==> src/tpu_pkg.sv <==
/* sizes, latencies and types shared by every block of the matrix engine
   the array is square with ARR_N lanes; all values are fixed here */
package tpu_pkg;

    // ========================================
    // sizes
    // ========================================
    localparam int ARR_N     = 4;                   // lanes, array is ARR_N x ARR_N
    localparam int DATA_W    = 8;                   // signed element
    localparam int ACC_W     = 24;                  // signed sum, wraps
    localparam int MEM_DEPTH = 16;                  // rows per memory bank
    localparam int ACC_DEPTH = 16;                  // result rows in the table
    localparam int MEM_AW    = $clog2(MEM_DEPTH);
    localparam int ACC_AW    = $clog2(ACC_DEPTH);
    localparam int CNT_W     = $clog2(MEM_DEPTH + 1); // holds 1..16

    // input skew, sum chain and output deskew
    localparam int ARR_LAT   = 2 * ARR_N - 1;

    // ========================================
    // types
    // ========================================
    typedef logic signed [DATA_W-1:0]       data_t;
    typedef logic signed [ACC_W-1:0]        acc_t;
    typedef logic [ARR_N*DATA_W-1:0]        data_vec_t;  // lane k at slice k
    typedef logic [ARR_N*ACC_W-1:0]         acc_vec_t;
    typedef logic [ARR_N-1:0]               lane_mask_t;
    typedef logic [MEM_AW-1:0]              mem_addr_t;
    typedef logic [ACC_AW-1:0]              acc_addr_t;
    typedef logic [CNT_W-1:0]               row_cnt_t;

    typedef enum logic [2:0] {
        IDLE,       // waiting for a command
        FILL,       // weight memory -> fifo
        DRAIN,      // fifo -> array
        STREAM,     // input rows into the array
        FLUSH       // waiting for the last results
    } ctrl_state_t;

endpackage
==> src/weight_fifo.sv <==
/* ARR_N column shift registers, ARR_N deep; the controller reads memory
   rows last row first so that row 0 of the tile ends in the top PE row */
`timescale 1ns/1ns

module weight_fifo import tpu_pkg::*; (
    input  logic      clk,
    input  logic      rst,
    input  logic      en,       // fill or drain shift
    input  data_vec_t w_in,     // memory row in at the top
    output data_vec_t w_out     // bottom row to the array
);

    data_vec_t stage_q [ARR_N]; // [0] top, [ARR_N-1] bottom

    always_ff @(posedge clk) begin
        if (rst) begin
            for (int k = 0; k < ARR_N; k++) begin
                stage_q[k] <= '0;
            end
        end else if (en) begin
            stage_q[0] <= w_in;
            for (int k = 1; k < ARR_N; k++) begin
                stage_q[k] <= stage_q[k-1];     // every column moves down
            end
        end
    end

    assign w_out = stage_q[ARR_N-1];

endmodule

==> config.mk <==
export PLATFORM = sky130hd
export DESIGN_NAME = weight_fifo
export DESIGN_NICKNAME = d
export VERILOG_FILES = /design/src/tpu_pkg.sv /design/src/weight_fifo.sv
export SDC_FILE = /design/constraint.sdc
export NUM_CORES = 1
export LEC_CHECK = 0
export BUFFER_PORTS_ARGS = -buffer_cell sky130_fd_sc_hd__clkbuf_2
export CORE_ASPECT_RATIO = 2
export CORE_MARGIN = 4
export CORE_UTILIZATION = 45
export CTS_CLUSTER_SIZE = 14
export DETAILED_ROUTE_END_ITERATION = 7
export MAX_ROUTING_LAYER = met4
export SYNTH_ARGS = -nofsm -noshare
export SYNTH_HDL_FRONTEND = slang
export SYNTH_SLANG_ARGS = --single-unit
==> constraint.sdc <==
create_clock -name clk -period 6.3 [get_ports clk]
set_clock_uncertainty 0.15 [all_clocks]
set_input_delay 0.63 -clock clk [delete_from_list [all_inputs] [get_ports clk]]
set_output_delay 0.63 -clock clk [all_outputs]
set_load 0.01 [all_outputs]
==> flow_summary.ini, run 1 <==
[clocking]
clk_latency_ps = 400
cts_inserted_buffers = 17
cts-root-buf = clkbuf_16
post_cts_buffers = 0
cts.sinks = 128
clk_pin_slew_ps = 50
cts_resized = 0
clk_path_buf_depth = 2
cts_tree = yes
htree_levels = 4
holdBufCountCts = 0

[critical_path]
r2r_end = stage_q[3][7]
slowest_delay_ps = 810
r2r_start = stage_q[2][7]
crit_fanout = 129
crit_path_start_kind = input port
crit_path_cell_trace = buf_2, buf_4, or2_4, buf_4
worstSetupPathType = input port to flop
cp_data_required_time_ps = 6170
crit_arrival_ps = 2960
end_kind = flop
r2r_slack_ps = 5360
cpMostUsedCell = buf_4
critPathSlowestCell = buf_4
reg2reg_depth = 1

[drt]
via_per_inst = 4.75
drcViolationCount = 0
finalWirelength_um = 6150
dr.pass1.iters = 4
dr_total_vias = 2375
ant_nets = 0
drtIter0Drc = 107
routedWlPerCell_um = 12.3

[floorplan]
die_h_um = 161
die-area_um2 = 13600
ios = 67
floorplan.initialDensity_pct = 46.3
num_rows = 55
die_x_um = 84.4
core_area_um2 = 11400

[power_and_ir_drop]
sw_frac_of_total_pct = 18.4
leakage_nw = 2.89
p_per_area_nw_per_um2 = 319
p_switching_mw = 0.355
p_int_mw = 1.57
vdd_drop_max_mv = 0.194
sequentialPowerShare_pct = 52.7
combPwrFrac_pct = 4.6
p_clk_share_pct = 42.7

[global_routing]
grt_max_degree = 130
grt_pass1_wl_um = 10200
antenna_found_initial = 0
grt_pass1_vias = 2329
gr-total-overflow = 0
grt_usage_pct = 9.95

[worst_hold_path]
hold_class = input port to flop
hold_end = stage_q[0][3]
whs_path_depth = 2
hp-start = w_in[3]

[layout]
largest-register = stage_q
reg.largest.list = stage_q: 128 flops
final_nets = 380
insertedDiodeCount = 0
largest_reg_flops = 128
stdcell_area_um2 = 6020
layout-drive-gt1-share_pct = 25.7
syn_to_final_growth_pct = 14.5
fin_util_pct = 53.0

[place]
io_buffers = 66
dp_slack_ps = 2760
dpl_cell_area_um2 = 5500
gp_congestion = 0.679

[timing]
hold_violations = 0
holdWs_ps = 396
fmax_mhz = 323
fin_tns_setup_ps = 0
rsz0062_at_grt = no
fin_crit_sh_pct = 49.1
slew_headroom_pct = 39.8
final_max_slew_viol_count = 0
setup_slack_ps = 3210
tightest_slew_ps = 903
post-route-min-period_ps = 3090
setup_violations = 0

[synthesis]
syn_area_per_cell_um2 = 18.4
synth_cells = 285
yosys_warnings = 0
ys_seq_elements = 128
netlist_area_um2 = 5260
synthesis.nets = 320
yosysSeqAreaShare_pct = 73.1
yosysUniqueCellTypes = 7

[status]
status = complete, no violations

[job]
cap_violations = 0
## worst max-delay path: cells and delay by family
family | cells | cell delay (ps)
buf+inv | 3 | 1560
simple gates | 1 | 680
## cells by family (layout without fill, tap and decap cells)
logic type	Yosys count	in the layout	share of synthesized area, %
AND/OR/NAND/NOR	129	129	21.4
flip-flops	128	128	73.1
buffers and inverters	28	101	5.43
## power groups by stage
stage	Clock (mW)	Sequential [mW]	Combinational [mW]
CTS	0.840	1.01	0.0910
global route	0.879	1.02	0.100
detailed placement	0	1.03	0.0909
global placement	0	1.03	0.0882
finish	0.822	1.01	0.0887
floorplan	0	1.04	0.0648
## area by class of cell
type                       instances  area, um^2
fill                             931        5340
sequential                       128        3840
multi-input combinational        129        1130
clock buffer                      21         440
timing repair buffer              69         353
tap                              142         178
clock inverter                    11        72.6
## cell usage in the layout (no fill, tap or decap)
cell       instances
or2_4              1
edfxtp_1         128
clkinv_2           4
clkbuf_16         17
bufinv_16          1
buf_2              2
clkinv_1           6
and3b_1          128
buf_4              3
clkbuf_2          64
clkbuf_1           4
## per-stage QoR
| stage | cells | power, mW |
|---|---|---|
| 6_report | 500 | 1.92 |
| 2_1_floorplan | 285 | 1.10 |
| 4_1_cts | 500 | 1.94 |
| 3_3_place_gp | 468 | 1.11 |
| 5_1_grt | 500 | 1.99 |
| 3_5_place_dp | 468 | 1.12 |
## metal layers
metal / vias to the layer above / routed length, um / part of all wire [%] / GRT usage (%)
met3: 11 / 383 / 6.2 / 4.11
met5: - / 0 / 0 / -
met4: 0 / 176 / 2.9 / 6.92
met1: 1087 / 2420 / 39 / 8.90
met2: 59 / 3170 / 52 / 16.7
li1: 1218 / - / - / -
## how the worst max path moves through the flow
stage                     slack, ps             end  from  depth (start not counted)
after detailed placement       2760  stage_q[0][22]    en                          4
after global placement         2860  stage_q[0][22]    en                          4
after CTS                      3180  stage_q[0][29]    en                          4
final                          3210  stage_q[1][22]    en                          4
after floorplan                1960   stage_q[0][0]   rst                          3
after global routing           2890  stage_q[1][22]   rst                          4
## cell usage after synthesis
library cell | instances | area share, %
or2_1 | 1 | 0.12
clkbuf_1 | 1 | 0.071
buf_6 | 23 | 4.9
edfxtp_1 | 128 | 73
buf_4 | 1 | 0.14
buf_2 | 3 | 0.29
and3b_1 | 128 | 21
Note: power is estimated with default switching activity, not from simulation.
==> inputs of run 2 (changes only) <==
==> constraint.sdc (replaced) <==
create_clock -name clk -period 2.9 [get_ports clk]
set_clock_uncertainty 0.15 [all_clocks]
set_input_delay 0.29 -clock clk [delete_from_list [all_inputs] [get_ports clk]]
set_output_delay 0.29 -clock clk [all_outputs]
set_load 0.01 [all_outputs]
==> flow_summary.ini, run 2 (synthesis results as in run 1) <==
[layout]
layout-drive-gt1-share_pct = 26.1
largest-register = stage_q
layout_common_cells = 128 x and3b_1, 128 x edfxtp_1, 64 x clkbuf_2
stdcell_area_um2 = 6090
n_fill_cell = 932
reg.largest.list = stage_q: 128 flops
final_nets = 382
insertedDiodeCount = 0
syn_to_final_growth_pct = 15.9
largest_reg_flops = 128

[global_routing]
antenna_found_initial = 0
grt_max_degree = 129
grt_pass1_vias = 2362
grt_pass1_wl_um = 10500
gr-total-overflow = 0
grt_usage_pct = 10.1

[clocking]
clk_path_buf_depth = 2
post_cts_buffers = 0
cts.sinks = 128
htree_levels = 4
clk_pin_slew_ps = 50
clk_latency_ps = 400
cts_resized = 0
cts_tree = yes
cts-root-buf = clkbuf_16
holdBufCountCts = 0
cts_inserted_buffers = 17

[critical_path]
worstSetupPathType = input port to flop
crit_path_cell_trace = buf_2, buf_4, and3b_1
crit_fanout = 128
slowest_delay_ps = 640
cp_data_required_time_ps = 2890
crit_path_start_kind = input port
end_kind = flop
crit_arrival_ps = 1340
critPathSlowestCell = buf_4

[power_and_ir_drop]
p_per_area_nw_per_um2 = 703
p_int_mw = 3.50
combPwrFrac_pct = 4.7
p_clk_share_pct = 44.0
sw_frac_of_total_pct = 18.2
leakage_nw = 2.92
p_switching_mw = 0.781
sequentialPowerShare_pct = 51.3
vdd_drop_max_mv = 0.395

[place]
dpl_cell_area_um2 = 5560
io_buffers = 66
gp_congestion = 0.649

[status]
status = complete, no violations

[drt]
finalWirelength_um = 6280
dr.pass1.iters = 4
routedWlPerCell_um = 12.5
dr_total_vias = 2364
drcViolationCount = 0
drtIter0Drc = 114
wl_met2_um = 3280
wl_met3_um = 307
top_layer_used = met4
via_per_inst = 4.71
ant_nets = 0
met1Wirelength_um = 2550

[floorplan]
ios = 67
die-area_um2 = 13600
die_x_um = 84.4
num_rows = 55
floorplan.initialDensity_pct = 46.3
die_h_um = 161
core_area_um2 = 11400

[job]
cap_violations = 0

[worst_hold_path]
hold_class = input port to flop

[timing]
final_max_slew_viol_count = 0
tightest_slew_ps = 915
slew_headroom_pct = 39.0
fin_tns_setup_ps = 0
rsz0062_at_grt = no
hold_violations = 0
fmax_mhz = 744
setup_violations = 0
post-route-min-period_ps = 1340
fin_crit_sh_pct = 46.3
==> run 2: changes by cell type in the layout (fill, tap and decap cells not counted) <==
cell       previous run  this run
clkinv_1              6         5
clkinv_2              4         3
clkbuf_1              4         5
buf_4                 3         2
buf_12                0         3
bufinv_16             1         2
==> run 2: worst max-delay path, delay by kind of cell <==
kind,cells,cell delay [ps]
buffers and inverters,2,730
AND/OR/NAND/NOR,1,270
==> run 2: power groups by stage <==
stage	registers (mW)	logic (mW)	clock network, mW
floorplan	2.25	0.141	0
global placement	2.23	0.202	0
detailed placement	2.23	0.207	0
CTS	2.20	0.207	1.92
global route	2.21	0.226	2.01
finish	2.20	0.203	1.89
==> run 2: layout make-up <==
class / instances / area (um^2) / share of cell area [%]
clock inverter: 10 / 93.8 / 1.54
clock buffer: 22 / 444 / 7.29
tap: 142 / 178 / 2.92
multi-input combinational: 129 / 1130 / 18.5
sequential: 128 / 3840 / 63.1
timing repair buffer: 71 / 405 / 6.65
==> run 2: routing by layer <==
metal	track usage [%]	vias to the layer above
met4	6.48	0
met5	-	-
met1	9.47	1081
met2	17.1	54
li1	-	1222
met3	3.64	7
==> run 2: path summary, 6_finish.rpt <==
check	slack [ps]	from	depth (start not counted)	end
min	50	w_in[3]	2	stage_q[0][3]
max	1560	rst	3	stage_q[3][30]
max reg2reg	1960	stage_q[2][27]	1	stage_q[3][27]
min reg2reg	400	stage_q[1][26]	1	stage_q[2][26]
==> run 2: through the flow <==
| stage | utilization [%] | setup slack, ps | power, mW | std cells | hold WS (ps) |
|---|---|---|---|---|---|
| after CTS | 53.7 | 1520 | 4.32 | 502 | 37.4 |
| after detailed placement | 48.9 | 1120 | 2.44 | 470 | 390 |
| after global placement | 48.9 | 1170 | 2.43 | 470 | 388 |
| after global routing | 53.7 | 1430 | 4.45 | 502 | 41.7 |
| after floorplan | - | 185 | 2.39 | 285 | 373 |
| final | 53.7 | 1560 | 4.29 | 502 | 52.2 |
