File: src/tpu_pkg.sv
/* sizes, latencies and types shared by every block of the matrix engine
   the array is square with ARR_N lanes; all values are fixed here */
package tpu_pkg;

    // ========================================
    // sizes
    // ========================================
    localparam int ARR_N     = 4;                   // lanes, array is ARR_N x ARR_N
    localparam int DATA_W    = 8;                   // signed element
    localparam int ACC_W     = 24;                  // signed sum, wraps
    localparam int MEM_DEPTH = 16;                  // rows per memory bank
    localparam int ACC_DEPTH = 16;                  // result rows in the table
    localparam int MEM_AW    = $clog2(MEM_DEPTH);
    localparam int ACC_AW    = $clog2(ACC_DEPTH);
    localparam int CNT_W     = $clog2(MEM_DEPTH + 1); // holds 1..16

    // input skew, sum chain and output deskew
    localparam int ARR_LAT   = 2 * ARR_N - 1;

    // ========================================
    // types
    // ========================================
    typedef logic signed [DATA_W-1:0]       data_t;
    typedef logic signed [ACC_W-1:0]        acc_t;
    typedef logic [ARR_N*DATA_W-1:0]        data_vec_t;  // lane k at slice k
    typedef logic [ARR_N*ACC_W-1:0]         acc_vec_t;
    typedef logic [ARR_N-1:0]               lane_mask_t;
    typedef logic [MEM_AW-1:0]              mem_addr_t;
    typedef logic [ACC_AW-1:0]              acc_addr_t;
    typedef logic [CNT_W-1:0]               row_cnt_t;

    typedef enum logic [2:0] {
        IDLE,       // waiting for a command
        FILL,       // weight memory -> fifo
        DRAIN,      // fifo -> array
        STREAM,     // input rows into the array
        FLUSH       // waiting for the last results
    } ctrl_state_t;

endpackage
File: src/sys_arr.sv
/* weight-stationary grid; a row given with in_valid leaves ARR_LAT cycles later
   as one vector; rows may follow back to back, weights must not move meanwhile */
`timescale 1ns/1ns

module sys_arr import tpu_pkg::*; (
    input  logic      clk,
    input  logic      rst,
    input  data_vec_t data_in,
    input  data_vec_t w_in,         // top row of weights
    input  logic      w_shift,
    input  logic      in_valid,
    output acc_vec_t  result,
    output logic      result_valid
);

    data_t skew_d [ARR_N];              // lane r delayed by r cycles
    data_t dat_h  [ARR_N][ARR_N+1];     // data flowing east
    data_t w_v    [ARR_N+1][ARR_N];     // weights flowing south
    acc_t  sum_v  [ARR_N+1][ARR_N];     // partial sums flowing south
    logic [ARR_LAT-1:0] vld_q;          // valid follows the data

    // ========================================
    // input skew
    // ========================================
    for (genvar r = 0; r < ARR_N; r++) begin : g_skew
        if (r == 0) begin : g_pass
            assign skew_d[r] = data_in[r*DATA_W +: DATA_W];
        end else begin : g_dly
            data_t dly_q [r];
            always_ff @(posedge clk) begin
                dly_q[0] <= data_in[r*DATA_W +: DATA_W];
                for (int k = 1; k < r; k++) begin
                    dly_q[k] <= dly_q[k-1];
                end
            end
            assign skew_d[r] = dly_q[r-1];
        end
        assign dat_h[r][0] = skew_d[r];
    end

    // ========================================
    // grid of cells
    // ========================================
    for (genvar r = 0; r < ARR_N; r++) begin : g_row
        for (genvar c = 0; c < ARR_N; c++) begin : g_col
            mac_cell u_pe (
                .clk      (clk),
                .rst      (rst),
                .data_in  (dat_h[r][c]),
                .data_out (dat_h[r][c+1]),
                .w_in     (w_v[r][c]),
                .w_out    (w_v[r+1][c]),
                .w_shift  (w_shift),
                .sum_in   (sum_v[r][c]),
                .sum_out  (sum_v[r+1][c])
            );
        end
    end

    // ========================================
    // top edge and output deskew
    // ========================================
    for (genvar c = 0; c < ARR_N; c++) begin : g_edge
        assign w_v[0][c]   = w_in[c*DATA_W +: DATA_W];
        assign sum_v[0][c] = '0;                        // no bias
        if (c == ARR_N - 1) begin : g_last
            assign result[c*ACC_W +: ACC_W] = sum_v[ARR_N][c]; // already latest
        end else begin : g_dsk
            localparam int DEPTH = ARR_N - 1 - c;
            acc_t dsk_q [DEPTH];
            always_ff @(posedge clk) begin
                dsk_q[0] <= sum_v[ARR_N][c];
                for (int k = 1; k < DEPTH; k++) begin
                    dsk_q[k] <= dsk_q[k-1];
                end
            end
            assign result[c*ACC_W +: ACC_W] = dsk_q[DEPTH-1];
        end
    end

    always_ff @(posedge clk) begin
        if (rst) begin
            vld_q <= '0;
        end else begin
            vld_q <= {vld_q[ARR_LAT-2:0], in_valid};
        end
    end

    assign result_valid = vld_q[ARR_LAT-1];

endmodule

File: src/mac_cell.sv
/* one processing element; the weight only moves while w_shift is high
   and the product uses the weight held before the edge */
`timescale 1ns/1ns

module mac_cell import tpu_pkg::*; (
    input  logic  clk,
    input  logic  rst,
    input  data_t data_in,      // from the left
    output data_t data_out,     // to the right, one cycle later
    input  data_t w_in,         // from the cell above
    output data_t w_out,        // to the cell below
    input  logic  w_shift,
    input  acc_t  sum_in,       // partial sum from above
    output acc_t  sum_out       // partial sum to below
);

    data_t w_q;                 // stationary weight

    always_ff @(posedge clk) begin
        if (rst) begin
            w_q      <= '0;
            data_out <= '0;
            sum_out  <= '0;
        end else begin
            if (w_shift) begin
                w_q <= w_in;    // weight column moves down
            end
            data_out <= data_in;
            sum_out  <= sum_in + acc_t'(data_in) * acc_t'(w_q); // full precision mac
        end
    end

    assign w_out = w_q;

endmodule

File: config.mk
export PLATFORM = sky130hd
export DESIGN_NAME = sys_arr
export DESIGN_NICKNAME = d
export VERILOG_FILES = /design/src/tpu_pkg.sv /design/src/sys_arr.sv /design/src/mac_cell.sv
export SDC_FILE = /design/constraint.sdc
export NUM_CORES = 2
export LEC_CHECK = 0
export BUFFER_PORTS_ARGS = -buffer_cell sky130_fd_sc_hd__buf_2
export CAP_MARGIN = 20
export CORE_MARGIN = 2
export CORE_UTILIZATION = 30
export DETAILED_ROUTE_END_ITERATION = 16
export PLACE_DENSITY_LB_ADDON = 0.15
export SLEW_MARGIN = 20
export SYNTH_ARGS = -nofsm -noshare
export SYNTH_HDL_FRONTEND = slang
export SYNTH_SLANG_ARGS = --single-unit
File: constraint.sdc
create_clock -name clk -period 7.3 [get_ports clk]
set_input_delay 0.73 -clock clk [delete_from_list [all_inputs] [get_ports clk]]
set_output_delay 0.73 -clock clk [all_outputs]
set_load 0.01 [all_outputs]
==> out/qor.csv <==
stage,metric,value,unit
status,status,completed,
sta,final-setup-viol-count,0,
setup_path,arrival,7.28,ns
global_route,overflow,0,
placement,gp_congestion,0.814,
cells_and_area,mostFrequentLayoutCells,"1,348 x inv_1, 892 x fa_1, 775 x dfxtp_1, 728 x ha_1, 682 x and2_1",
setup_path,cp.required,7.93,ns
setup_path,critPathMaxStageDelay,0.58,ns
clock_tree,clock_latency,0.80,ns
setup_path,crit_end,g_row[2].g_col[0].u_pe.sum_out[23],
clock_tree,cts_resized,0,
sta,period_share,91.1,%
global_route,grt_max_degree,144,
routing,firstDrtPassIters,5,
yosys,syn_nets,9164,
yosys,synth_edf_count,0,
placement,io_buffers,164,
sta,hold_viol,0,
setup_path,cp-start-kind,flip-flop,
cells_and_area,fillers,24124,
yosys,synthFlopType,dfxtp_1,
global_route,grt_pass1_vias,50999,
setup_path,r2r_setup_slack,0.65,ns
sta,period_minus_slack,6.65,ns
setup_path,timing.rr.end,g_row[2].g_col[0].u_pe.sum_out[23],
sta,rsz0062_at_grt,no,
sta,slew_headroom,33.6,%
yosys,synth_warnings,0,
pwr,power.density,155,nW/um^2
pwr,power.switching,0.00362,W
sta,maxSlewViolCount,0,
setup_path,rr_worst_depth,28,
yosys,synth_area,70200,sq um
sta,setup_slack,0.650,ns
cells_and_area,drive_gt1_share,5.52,%
floorplan,die_w,488,um
cells_and_area,regArea,15500,sq um
cells_and_area,fin_nets,9277,
sta,fmax,150,MHz
cells_and_area,syn2layout_area_growth,11.1,%
clock_tree,clock_sinks,775,
yosys,synth.distinct_cells,72,
clock_tree,cts_max_level,3,
setup_path,cp-startpoint,g_row[2].g_col[0].u_pe.w_out[1],
yosys,ys_seq_area_share,22.1,%
routing,drt_iter0_drc,1771,
setup_path,cpMaxStageDelayCell,dfxtp_1,
routing,drc,0,
floorplan,io_pins,165,
sta,fin_skew,0.0699,ns
placement,dp_hpwl,135,mm
pwr,p_sw_share,30.0,%
setup_path,r2r-start,g_row[2].g_col[0].u_pe.w_out[1],
min_path,hold_class,in -> reg,
cells_and_area,final_common_cell,inv_1,
floorplan,fp.dieH,488,um
routing,routedWlPerCell,15.5,um
global_route,grt_pass1_wl,276,mm
sta,setup_tns,0,ns
clock_tree,path_clk_slew,0.07,ns
global_route,antenna_found_initial,9,
clock_tree,cts_root_buffer,clkbuf_16,
routing,wl,167,mm
global_route,grt_use_total,14.5,%
clock_tree,cts_buffers,101,
routing,vias,47233,
sta,whs,0.0900,ns
floorplan,core,233000,sq um
sta,worst_slew_pin_slew,0.996,ns
pwr,p_leak,38.5,nW
yosys,ys_ff_latch,775,
clock_tree,cts.path.max_buffers,3,
routing,ant_nets,0,
placement,dp_slack,0.663,ns
pwr,power_frac_comb,16.7,%
job,drv_cap,0,
setup_path,end_kind,flip-flop,
pwr,internal-power,0.00847,W
floorplan,rows,177,
floorplan,initial_utilization,30.2,%
setup_path,crit_top_cell,a21oi_1,
setup_path,crit_type,reg -> reg,
clock_tree,cts_tree,built,
cells_and_area,multi_input_area,48700,sq um
yosys,ys_async_sr_fraction,0,%
routing,vias_per_cell,4.37,
pwr,seqPwrFrac,40.2,%
yosys,avgSynthCellArea,9.40,sq um
setup_path,cp_max_fo,10,
pwr,clkPwrFrac,43.2,%
floorplan,die-area,238000,sq um
pwr,p_total,0.0121,W
pwr,irDropWorstVdd,188,uV
yosys,synthCells,7476,
state kept, by name (all words and copies together), names as in the netlist:
register,cells
g_edge.g_dsk.dsk_q,144
g_row.g_col.u_pe.data_out,96
g_row.g_col.u_pe.sum_out,352
g_row.g_col.u_pe.w_out,128
g_skew.g_dly.dly_q,48
vld_q,7
synthesized netlist by cell type, types with 8 or more instances:
cell type / n / area, sq um
inv_1: 1349 / 5060
fa_1: 892 / 17900
dfxtp_1: 775 / 15500
ha_1: 728 / 9110
and2_1: 682 / 4270
nor2_1: 547 / 2050
xnor2_1: 326 / 2860
nand2_1: 325 / 1220
a21oi_1: 277 / 1390
nor2b_1: 253 / 1580
clkbuf_1: 138 / 518
a21o_1: 136 / 1020
xor2_1: 130 / 1140
mux2i_1: 128 / 1280
o21ai_0: 119 / 596
o21bai_1: 76 / 571
nand2b_1: 74 / 463
nor3_1: 70 / 350
nand3_1: 50 / 250
buf_4: 48 / 360
a211oi_1: 43 / 323
a31oi_1: 30 / 188
and3_1: 27 / 169
o21a_1: 24 / 180
mux2_2: 20 / 225
or3_1: 17 / 106
nand4_1: 16 / 100
buf_1: 14 / 52.6
o41ai_1: 13 / 114
a211o_1: 12 / 105
or2_2: 12 / 75.1
o31ai_1: 11 / 82.6
o211ai_1: 9 / 67.6
o41a_1: 8 / 90.1
power groups by stage:
stage	registers (W)	clock network (W)	logic (W)
3_5_place_dp	0.00496	0	0.00204
3_3_place_gp	0.00496	0	0.00203
2_1_floorplan	0.00479	0	0.00159
5_1_grt	0.00490	0.00561	0.00233
4_1_cts	0.00487	0.00547	0.00207
6_report	0.00485	0.00522	0.00201
cell families after synthesis:
kind of cell             count (synthesis)  share of synthesized area [%]
buffers and inverters                 1549                           8.53
adder cells (fa/ha/maj)               1620                           38.4
flip-flops                             775                           22.1
XOR/XNOR                               457                           5.72
AO/OA/AOI/OAI                          827                           7.69
multiplexers                           148                           2.14
AND/OR/NAND/NOR                       2100                           15.4
worst max-delay path: cells and delay by family, from the launching register on:
kind	cells	cell delay [ns]
XOR/XNOR	2	0.31
AND/OR/NAND/NOR	2	0.24
flip-flops	1	0.58
adder cells (fa/ha/maj)	7	2.44
AO/OA/AOI/OAI	15	2.84
buffers and inverters	2	0.10
worst min-delay path by stage:
stage / end / from / slack, ns / depth (start not counted)
6_report: g_skew[2].g_dly.dly_q[0][7] / data_in[23] / 0.09 / 1
3_5_place_dp: g_edge[0].g_dsk.dsk_q[0][26] / g_edge[0].g_dsk.dsk_q[0][2] / 0.31 / 0
5_1_grt: g_skew[2].g_dly.dly_q[0][7] / data_in[23] / 0.03 / 1
2_1_floorplan: g_edge[0].g_dsk.dsk_q[0][0] / g_row[3].g_col[0].u_pe.sum_out[0] / 0.31 / 0
4_1_cts: g_skew[2].g_dly.dly_q[0][7] / data_in[23] / 0.003 / 1
3_3_place_gp: g_edge[2].g_dsk.dsk_q[0][2] / g_row[3].g_col[2].u_pe.sum_out[2] / 0.31 / 0
timing repair:
| item | 4_1_cts | 5_1_grt |
|---|---|---|
| setup buffers | 0 | 0 |
| endpoints found under the hold margin | 19 | 0 |
| hold buffers | 19 | 0 |
routing by layer:
| layer | routed length, um | vias up | part of all wire (%) | track usage (%) |
|---|---|---|---|---|
| li1 | - | 23552 | - | - |
| met5 | 27 | - | 0.016 | 0 |
| met2 | 82700 | 435 | 49 | 25.6 |
| met4 | 3350 | 4 | 2.0 | 3.17 |
| met1 | 77000 | 23080 | 46 | 18.8 |
| met3 | 4310 | 162 | 2.6 | 1.87 |
per-stage QoR:
stage / util, % / instance area (sq um) / std cells
after floorplan: - / 70200 / 7476
after global placement: 31.9 / 74300 / 10599
after detailed placement: 31.9 / 74300 / 10599
after CTS: 33.5 / 78000 / 10807
after global routing: 33.5 / 78000 / 10808
final: 33.5 / 78100 / 10812
layout make-up:
cell class	instances	area share [%]
clock buffer	129	3.60
timing repair buffer	210	1.61
multi-input combinational	5152	62.4
inverter	1349	6.49
antenna	5	0.0160
clock inverter	60	0.943
tap	3132	5.02
sequential	775	19.9
(Power assumes the default switching activity.)
