**config.mk**
```make
export PLATFORM = sky130hd
export DESIGN_NAME = mem_arr
export DESIGN_NICKNAME = d
export VERILOG_FILES = /design/src/tpu_pkg.sv /design/src/mem_arr.sv
export SDC_FILE = /design/constraint.sdc
export NUM_CORES = 1
export LEC_CHECK = 0
export ABC_AREA = 1
export BUFFER_PORTS_ARGS = -buffer_cell sky130_fd_sc_hd__clkbuf_2
export CAP_MARGIN = 10
export CORE_UTILIZATION = 56
export CTS_CLUSTER_SIZE = 12
export DETAILED_ROUTE_END_ITERATION = 12
export PLACE_DENSITY_LB_ADDON = 0.15
export SLEW_MARGIN = 25
export SYNTH_ARGS = -nofsm -noshare
export SYNTH_HDL_FRONTEND = slang
export SYNTH_SLANG_ARGS = --single-unit
```
**constraint.sdc**
```tcl
create_clock -name clk -period 2.5 [get_ports clk]
set_input_delay 0.375 -clock clk [delete_from_list [all_inputs] [get_ports clk]]
set_output_delay 0.375 -clock clk [all_outputs]
set_load 0.005 [all_outputs]
```
**src/tpu_pkg.sv**
```systemverilog
/* sizes, latencies and types shared by every block of the matrix engine
   the array is square with ARR_N lanes; all values are fixed here */
package tpu_pkg;

    // ========================================
    // sizes
    // ========================================
    localparam int ARR_N     = 4;                   // lanes, array is ARR_N x ARR_N
    localparam int DATA_W    = 8;                   // signed element
    localparam int ACC_W     = 24;                  // signed sum, wraps
    localparam int MEM_DEPTH = 16;                  // rows per memory bank
    localparam int ACC_DEPTH = 16;                  // result rows in the table
    localparam int MEM_AW    = $clog2(MEM_DEPTH);
    localparam int ACC_AW    = $clog2(ACC_DEPTH);
    localparam int CNT_W     = $clog2(MEM_DEPTH + 1); // holds 1..16

    // input skew, sum chain and output deskew
    localparam int ARR_LAT   = 2 * ARR_N - 1;

    // ========================================
    // types
    // ========================================
    typedef logic signed [DATA_W-1:0]       data_t;
    typedef logic signed [ACC_W-1:0]        acc_t;
    typedef logic [ARR_N*DATA_W-1:0]        data_vec_t;  // lane k at slice k
    typedef logic [ARR_N*ACC_W-1:0]         acc_vec_t;
    typedef logic [ARR_N-1:0]               lane_mask_t;
    typedef logic [MEM_AW-1:0]              mem_addr_t;
    typedef logic [ACC_AW-1:0]              acc_addr_t;
    typedef logic [CNT_W-1:0]               row_cnt_t;

    typedef enum logic [2:0] {
        IDLE,       // waiting for a command
        FILL,       // weight memory -> fifo
        DRAIN,      // fifo -> array
        STREAM,     // input rows into the array
        FLUSH       // waiting for the last results
    } ctrl_state_t;

endpackage
```
**src/mem_arr.sv**
```systemverilog
/* ARR_N byte banks behind one address; read data is registered and holds
   while rd_en is low; a read of the address being written returns old data */
`timescale 1ns/1ns

module mem_arr import tpu_pkg::*; (
    input  logic       clk,
    input  lane_mask_t wr_en,       // one bit per bank
    input  mem_addr_t  wr_addr,
    input  data_vec_t  wr_data,
    input  logic       rd_en,
    input  mem_addr_t  rd_addr,
    output data_vec_t  rd_data
);

    data_t bank_q [ARR_N][MEM_DEPTH];

    always_ff @(posedge clk) begin
        for (int k = 0; k < ARR_N; k++) begin
            if (wr_en[k]) begin
                bank_q[k][wr_addr] <= wr_data[k*DATA_W +: DATA_W]; // masked banks keep data
            end
            if (rd_en) begin
                rd_data[k*DATA_W +: DATA_W] <= bank_q[k][rd_addr];
            end
        end
    end

endmodule

```
==> results.json, run 1 <==
{
  "ys_warn_count": 0,
  "end_kind": "primary output",
  "htree_levels": 2,
  "gp_congestion": 0.804,
  "power_leakage_nw": 11.3,
  "start_util": 0.570,
  "finalClockSkew_ns": 0.00855,
  "grt_pass1_vias": 14500,
  "cp_max_fo": 1,
  "synth_top_family_by_area": "simple AND/OR/NAND/NOR gates",
  "busiest_layer": "met2",
  "antennaDiodeCount": 0,
  "hpwl_um": 31400,
  "synth_top_cell_area_share": 0.700,
  "routed_via_density": 5.31,
  "dieArea_um2": 42500,
  "synthToLayoutAreaGrowth_pct": 11.7,
  "use_met3": 0.0342,
  "cts_setup_buffers": 0,
  "mostFrequentLayoutCell": "nand2_1",
  "drt-pass1-iter-count": 6,
  "instances_no_fill": 2874,
  "max_freq_mhz": 643,
  "relSlewSlack": 0.632,
  "synth_fa_ha_area_frac": 0,
  "grt_max_degree": 104,
  "yosys-mux-area-fraction": 0,
  "cts_buffer_depth": 3,
  "dpl_cell_area_um2": 24500,
  "rsz0062_at_grt": "no",
  "synthesis.nets": 2241,
  "cts_resized": 0,
  "via_count": 15300,
  "ir_drop_uv": 604,
  "slew_violations": 0,
  "grt_util_met2": 0.430,
  "cts_tree": "built",
  "drc": 0,
  "cpPeakStageDelay_ns": 0.45,
  "synth_cells": 2195,
  "dp_cells": 2783,
  "drive_above_1_share": 0.0986,
  "io_pins": 78,
  "clk_pin_slew_ns": 0.06,
  "row_count": 74,
  "ant_nets": 0,
  "drt-initial-drc-count": 1338,
  "layout_setup_ws_ns": 0.944,
  "routedWlPerCell_um": 18.6,
  "tightest_slew_ns": 0.553,
  "period_share": 0.622,
  "nFillCells": 3163,
  "coreArea_um2": 40900,
  "ys_types": 14,
  "rrSetupSlack_ns": 1.34,
  "overflow": 0,
  "hold_viol": 0,
  "finalInstanceArea_um2": 26100,
  "syn-cell-area_um2": 23300,
  "worstSetupStartpointType": "flip-flop",
  "avgSynthCellArea_um2": 10.6,
  "fp.dieW_um": 206,
  "yosys.area.top_type": "edfxtp_1",
  "slowest_stage": "edfxtp_1",
  "path_cells": "clkbuf_2",
  "grt_antenna_before_repair": 0,
  "synth_seq_area_share": 0.700,
  "hold_class": "in2reg",
  "clkLatencyLatePin_ns": 0.59,
  "gr-usage-all-layers": 0.261,
  "routed_wl_um": 53400,
  "p_per_area_nw_per_um2": 728,
  "numCtsBuffers": 55,
  "use_met1": 0.363,
  "status": "finished, final reports clean",
  "crit_type": "reg2out",
  "finalSetupTns_ns": 0,
  "post-place-ws_ns": 0.549,
  "die_h_um": 206,
  "nets": 2354,
  "holdBufCountCts": 0,
  "max_cap_viol_count": 0,
  "synth-xor-area-share": 0,
  "fin_crit_ns": 1.56,
  "path_buf_inv": 1,
  "required_ns": 2.12,
  "critPathTopFamily": "flip-flops",
  "yosys-top-cells-area": "edfxtp_1 70%, nand2_1 11%, nand3_1 8.2%, inv_1 6.4%, buf_6 1.3%",
  "synth_seq_cells": 544,
  "grt_pass1_wl_um": 82500,
  "worst_ep_arrival_time_ns": 1.18,
  "root_buffer": "clkbuf_16",
  "synthSimpleGateAreaFrac": 0.205,
  "port_buffers": 77,
  "cts.sinks": 544,
  "finalSetupViolCount": 0,
  "synth_compound_area_frac": 0,
  "most-common-layout-cells": "690 x nand2_1, 544 x edfxtp_1, 395 x inv_1"
}
[final timing paths]
check | start | end | cells after the start
max | rd_data[12] | rd_data[12] | 1
min | wr_data[3] | bank_q[0][35] | 1
max reg2reg | bank_q[0][114] | rd_data[2] | 6
min reg2reg | bank_q[1][40] | rd_data[8] | 6
[per-stage QoR]
step / util / power [mW] / hold WS (ns)
2_1_floorplan: - / 11.2 / 0.474
3_3_place_gp: 0.598 / 11.7 / 0.718
3_5_place_dp: 0.598 / 11.7 / 0.726
4_1_cts: 0.637 / 19.1 / 0.200
5_1_grt: 0.637 / 19.6 / 0.229
6_report: 0.637 / 19.0 / 0.220
[report_power, final]
part	internal, mW	switching, mW
Clock	4.23	3.20
Combinational	0.351	0.851
Sequential	10.3	0.0616
Total	14.9	4.11
[layout make-up]
class | instances | area, um2 | share of cell area
Sequential cell | 544 | 16300 | 0.627
Multi-Input combinational cell | 1144 | 4770 | 0.183
Inverter | 398 | 1500 | 0.0577
Clock buffer | 76 | 1500 | 0.0575
Timing Repair Buffer | 165 | 1190 | 0.0458
Tap cell | 532 | 666 | 0.0255
Clock inverter | 15 | 88.8 | 0.00341
[state kept, by name (all words and copies together) (netlist names)]
signal	cells
bank_q	512
rd_data	32
[metal layers]
layer  routed length, um  part of all wire  vias to the layer above
met5                   0                 0                        -
met4                1050             0.020                        0
met3                4340             0.081                       77
met2               26000              0.49                      638
met1               21900              0.41                     7242
li1                    -                 -                     7308
[cell usage after synthesis]
master and number:
nand3_1 384, buf_4 9, edfxtp_1 544, nand2_1 690, inv_1 396, inv_6 1
buf_8 1, clkbuf_1 14, buf_6 27, nor2_1 70, buf_2 46, buf_1 11
buf_12 1, inv_2 1
[kinds of logic after synthesis]
kind of cell	after synthesis
and+or+nand+nor	1144
DFF	544
buffers and inverters	507
(Power assumes the default switching activity.)
==> run 2: changes to the inputs <==
==> constraint.sdc (replaced) <==
create_clock -name clk -period 1.4 [get_ports clk]
set_input_delay 0.21 -clock clk [delete_from_list [all_inputs] [get_ports clk]]
set_output_delay 0.21 -clock clk [all_outputs]
set_load 0.005 [all_outputs]
==> run 2 against run 1 <==
  * Final cell count up 1.1%
  * Combinational power up 96%
  * Critical path depth unchanged
  * Core utilization up 1.1 points
  * Global-route usage up 0.58 points
  * Largest power group unchanged
  * Wire length up 2.4%
  * Highest routed layer unchanged
  * Worst setup slack worse by 0.93 ns
  * Worst hold slack worse by 0.17 ns
  * Register-to-register slack worse by 1.1 ns
  * Largest cell class unchanged
==> results.json, run 2 (same netlist as run 1, synthesis figures left out) <==
{
  "largest_registers": "bank_q: 512 flops, rd_data: 32 flops",
  "path_buf_inv": 1,
  "finalInstanceArea_um2": 26500,
  "slowest_stage": "edfxtp_1",
  "nets": 2389,
  "clkLatencyLatePin_ns": 0.60,
  "cts_buffer_depth": 3,
  "drc": 0,
  "port_buffers": 77,
  "root_buffer": "clkbuf_16",
  "critical_path_depth": 1,
  "period_share": 0.987,
  "routed_via_density": 5.31,
  "crit_type": "reg2out",
  "cts.sinks": 544,
  "synthToLayoutAreaGrowth_pct": 13.5,
  "routed_wl_um": 54600,
  "p_per_area_nw_per_um2": 1270,
  "gp_congestion": 0.842,
  "numCtsBuffers": 55,
  "regMostFlops": "bank_q",
  "required_ns": 1.19,
  "worstSetupEndpoint": "rd_data[4]",
  "cp-startpoint": "rd_data[4]",
  "grt_pass1_wl_um": 84200,
  "holdBufCountCts": 0,
  "max_cap_viol_count": 0,
  "relSlewSlack": 0.570,
  "cpPeakStageDelay_ns": 0.42,
  "slew_violations": 0,
  "dpl_cell_area_um2": 25000,
  "cp_max_fo": 1,
  "gr-usage-all-layers": 0.266,
  "cts_setup_buffers": 0,
  "r2r-end": "rd_data[11]",
  "path_cells": "clkbuf_2",
  "ant_nets": 0,
  "grt_antenna_before_repair": 2,
  "ir_drop_uv": 1030,
  "rrSetupSlack_ns": 0.23,
  "drt-pass1-iter-count": 5,
  "io_pins": 78,
  "status": "finished, final reports clean",
  "timing.rr.start": "bank_q[1][19]",
  "largest_register_ff_count": 512,
  "power_leakage_nw": 11.5,
  "worstSetupStartpointType": "flip-flop",
  "p_total_mw": 33.7,
  "drive_above_1_share": 0.113,
  "start_util": 0.570,
  "grt_max_degree": 46,
  "fp.dieW_um": 206,
  "htree_levels": 2,
  "hpwl_um": 33800,
  "fin_crit_ns": 1.38,
  "cts_resized": 0,
  "finalClockSkew_ns": 0.0123,
  "overflow": 0,
  "nFillCells": 3225,
  "hold_class": "in2reg",
  "most-common-layout-cells": "690 x nand2_1, 544 x edfxtp_1, 395 x inv_1",
  "clk_pin_slew_ns": 0.06,
  "cts_tree": "built",
  "worst_ep_arrival_time_ns": 1.17,
  "die_h_um": 206,
  "finalSetupViolCount": 0,
  "drt-initial-drc-count": 1272,
  "dieArea_um2": 42500,
  "routedWlPerCell_um": 18.8,
  "max_freq_mhz": 724,
  "mostFrequentLayoutCell": "nand2_1",
  "reg2reg_depth": 6,
  "hold_viol": 0,
  "critPathTopFamily": "flip-flops",
  "grt_pass1_vias": 15100,
  "seq_area_um2": 16300,
  "tightest_slew_ns": 0.644,
  "multi_input_area_um2": 4770,
  "row_count": 74,
  "via_count": 15400,
  "coreArea_um2": 40900,
  "end_kind": "primary output"
}
-- run 2: changes by cell type in the layout (fill, tap and decap cells not counted) --
cell       change
buf_4         +16
bufinv_16      -1
clkbuf_1       -5
clkbuf_16      -2
clkinv_2       +3
buf_12        +19
diode_2        +2
inv_6          +1
-- run 2: how the worst min path moves through the flow --
stage           startpoint        endpoint  cells past startpoint
6_report       wr_data[10]  bank_q[1][122]                      1
3_3_place_gp    rd_data[3]      rd_data[3]                      1
5_1_grt        wr_data[10]   bank_q[1][98]                      1
4_1_cts        wr_data[10]  bank_q[1][122]                      1
2_1_floorplan   wr_data[0]    bank_q[0][0]                      0
3_5_place_dp   rd_data[24]     rd_data[24]                      1
-- run 2: layout make-up --
cell class / instances / area share
Clock inverter: 18 / 0.00312
Inverter: 398 / 0.0568
Timing Repair Buffer: 200 / 0.0640
Tap cell: 532 / 0.0251
Sequential cell: 544 / 0.617
Antenna cell: 2 / 0.000189
Clock buffer: 69 / 0.0539
Multi-Input combinational cell: 1144 / 0.180
-- run 2: where the power goes --
part	switching, mW	leakage (nW)	internal [mW]
clock network	5.76	0.744	7.10
registers	0.102	4.94	18.4
logic	1.60	5.83	0.757
-- run 2: layer usage --
| layer | wire length, um | track usage | vias up | share of wire |
|---|---|---|---|---|
| li1 | - | - | 7363 | - |
| met4 | 1410 | 0.0932 | 0 | 0.026 |
| met1 | 23000 | 0.365 | 7378 | 0.42 |
| met3 | 4010 | 0.0394 | 97 | 0.073 |
| met2 | 26200 | 0.437 | 592 | 0.48 |
| met5 | 0 | 0 | - | 0 |
-- run 2: metrics by stage --
step / instances / util / setup TNS (ns) / hold WS, ns / worst slack [ns]
finish: 2907 / 0.647 / 0 / 0.0479 / 0.0181
global route: 2907 / 0.647 / -0.000285 / 0.0598 / -0.000285
CTS: 2905 / 0.647 / -0.0173 / 0.0120 / -0.0109
detailed placement: 2818 / 0.610 / -27.48 / 0.610 / -0.191
global placement: 2818 / 0.610 / -16.25 / 0.609 / -0.160
floorplan: 2195 / - / 0 / 0.309 / 0.127
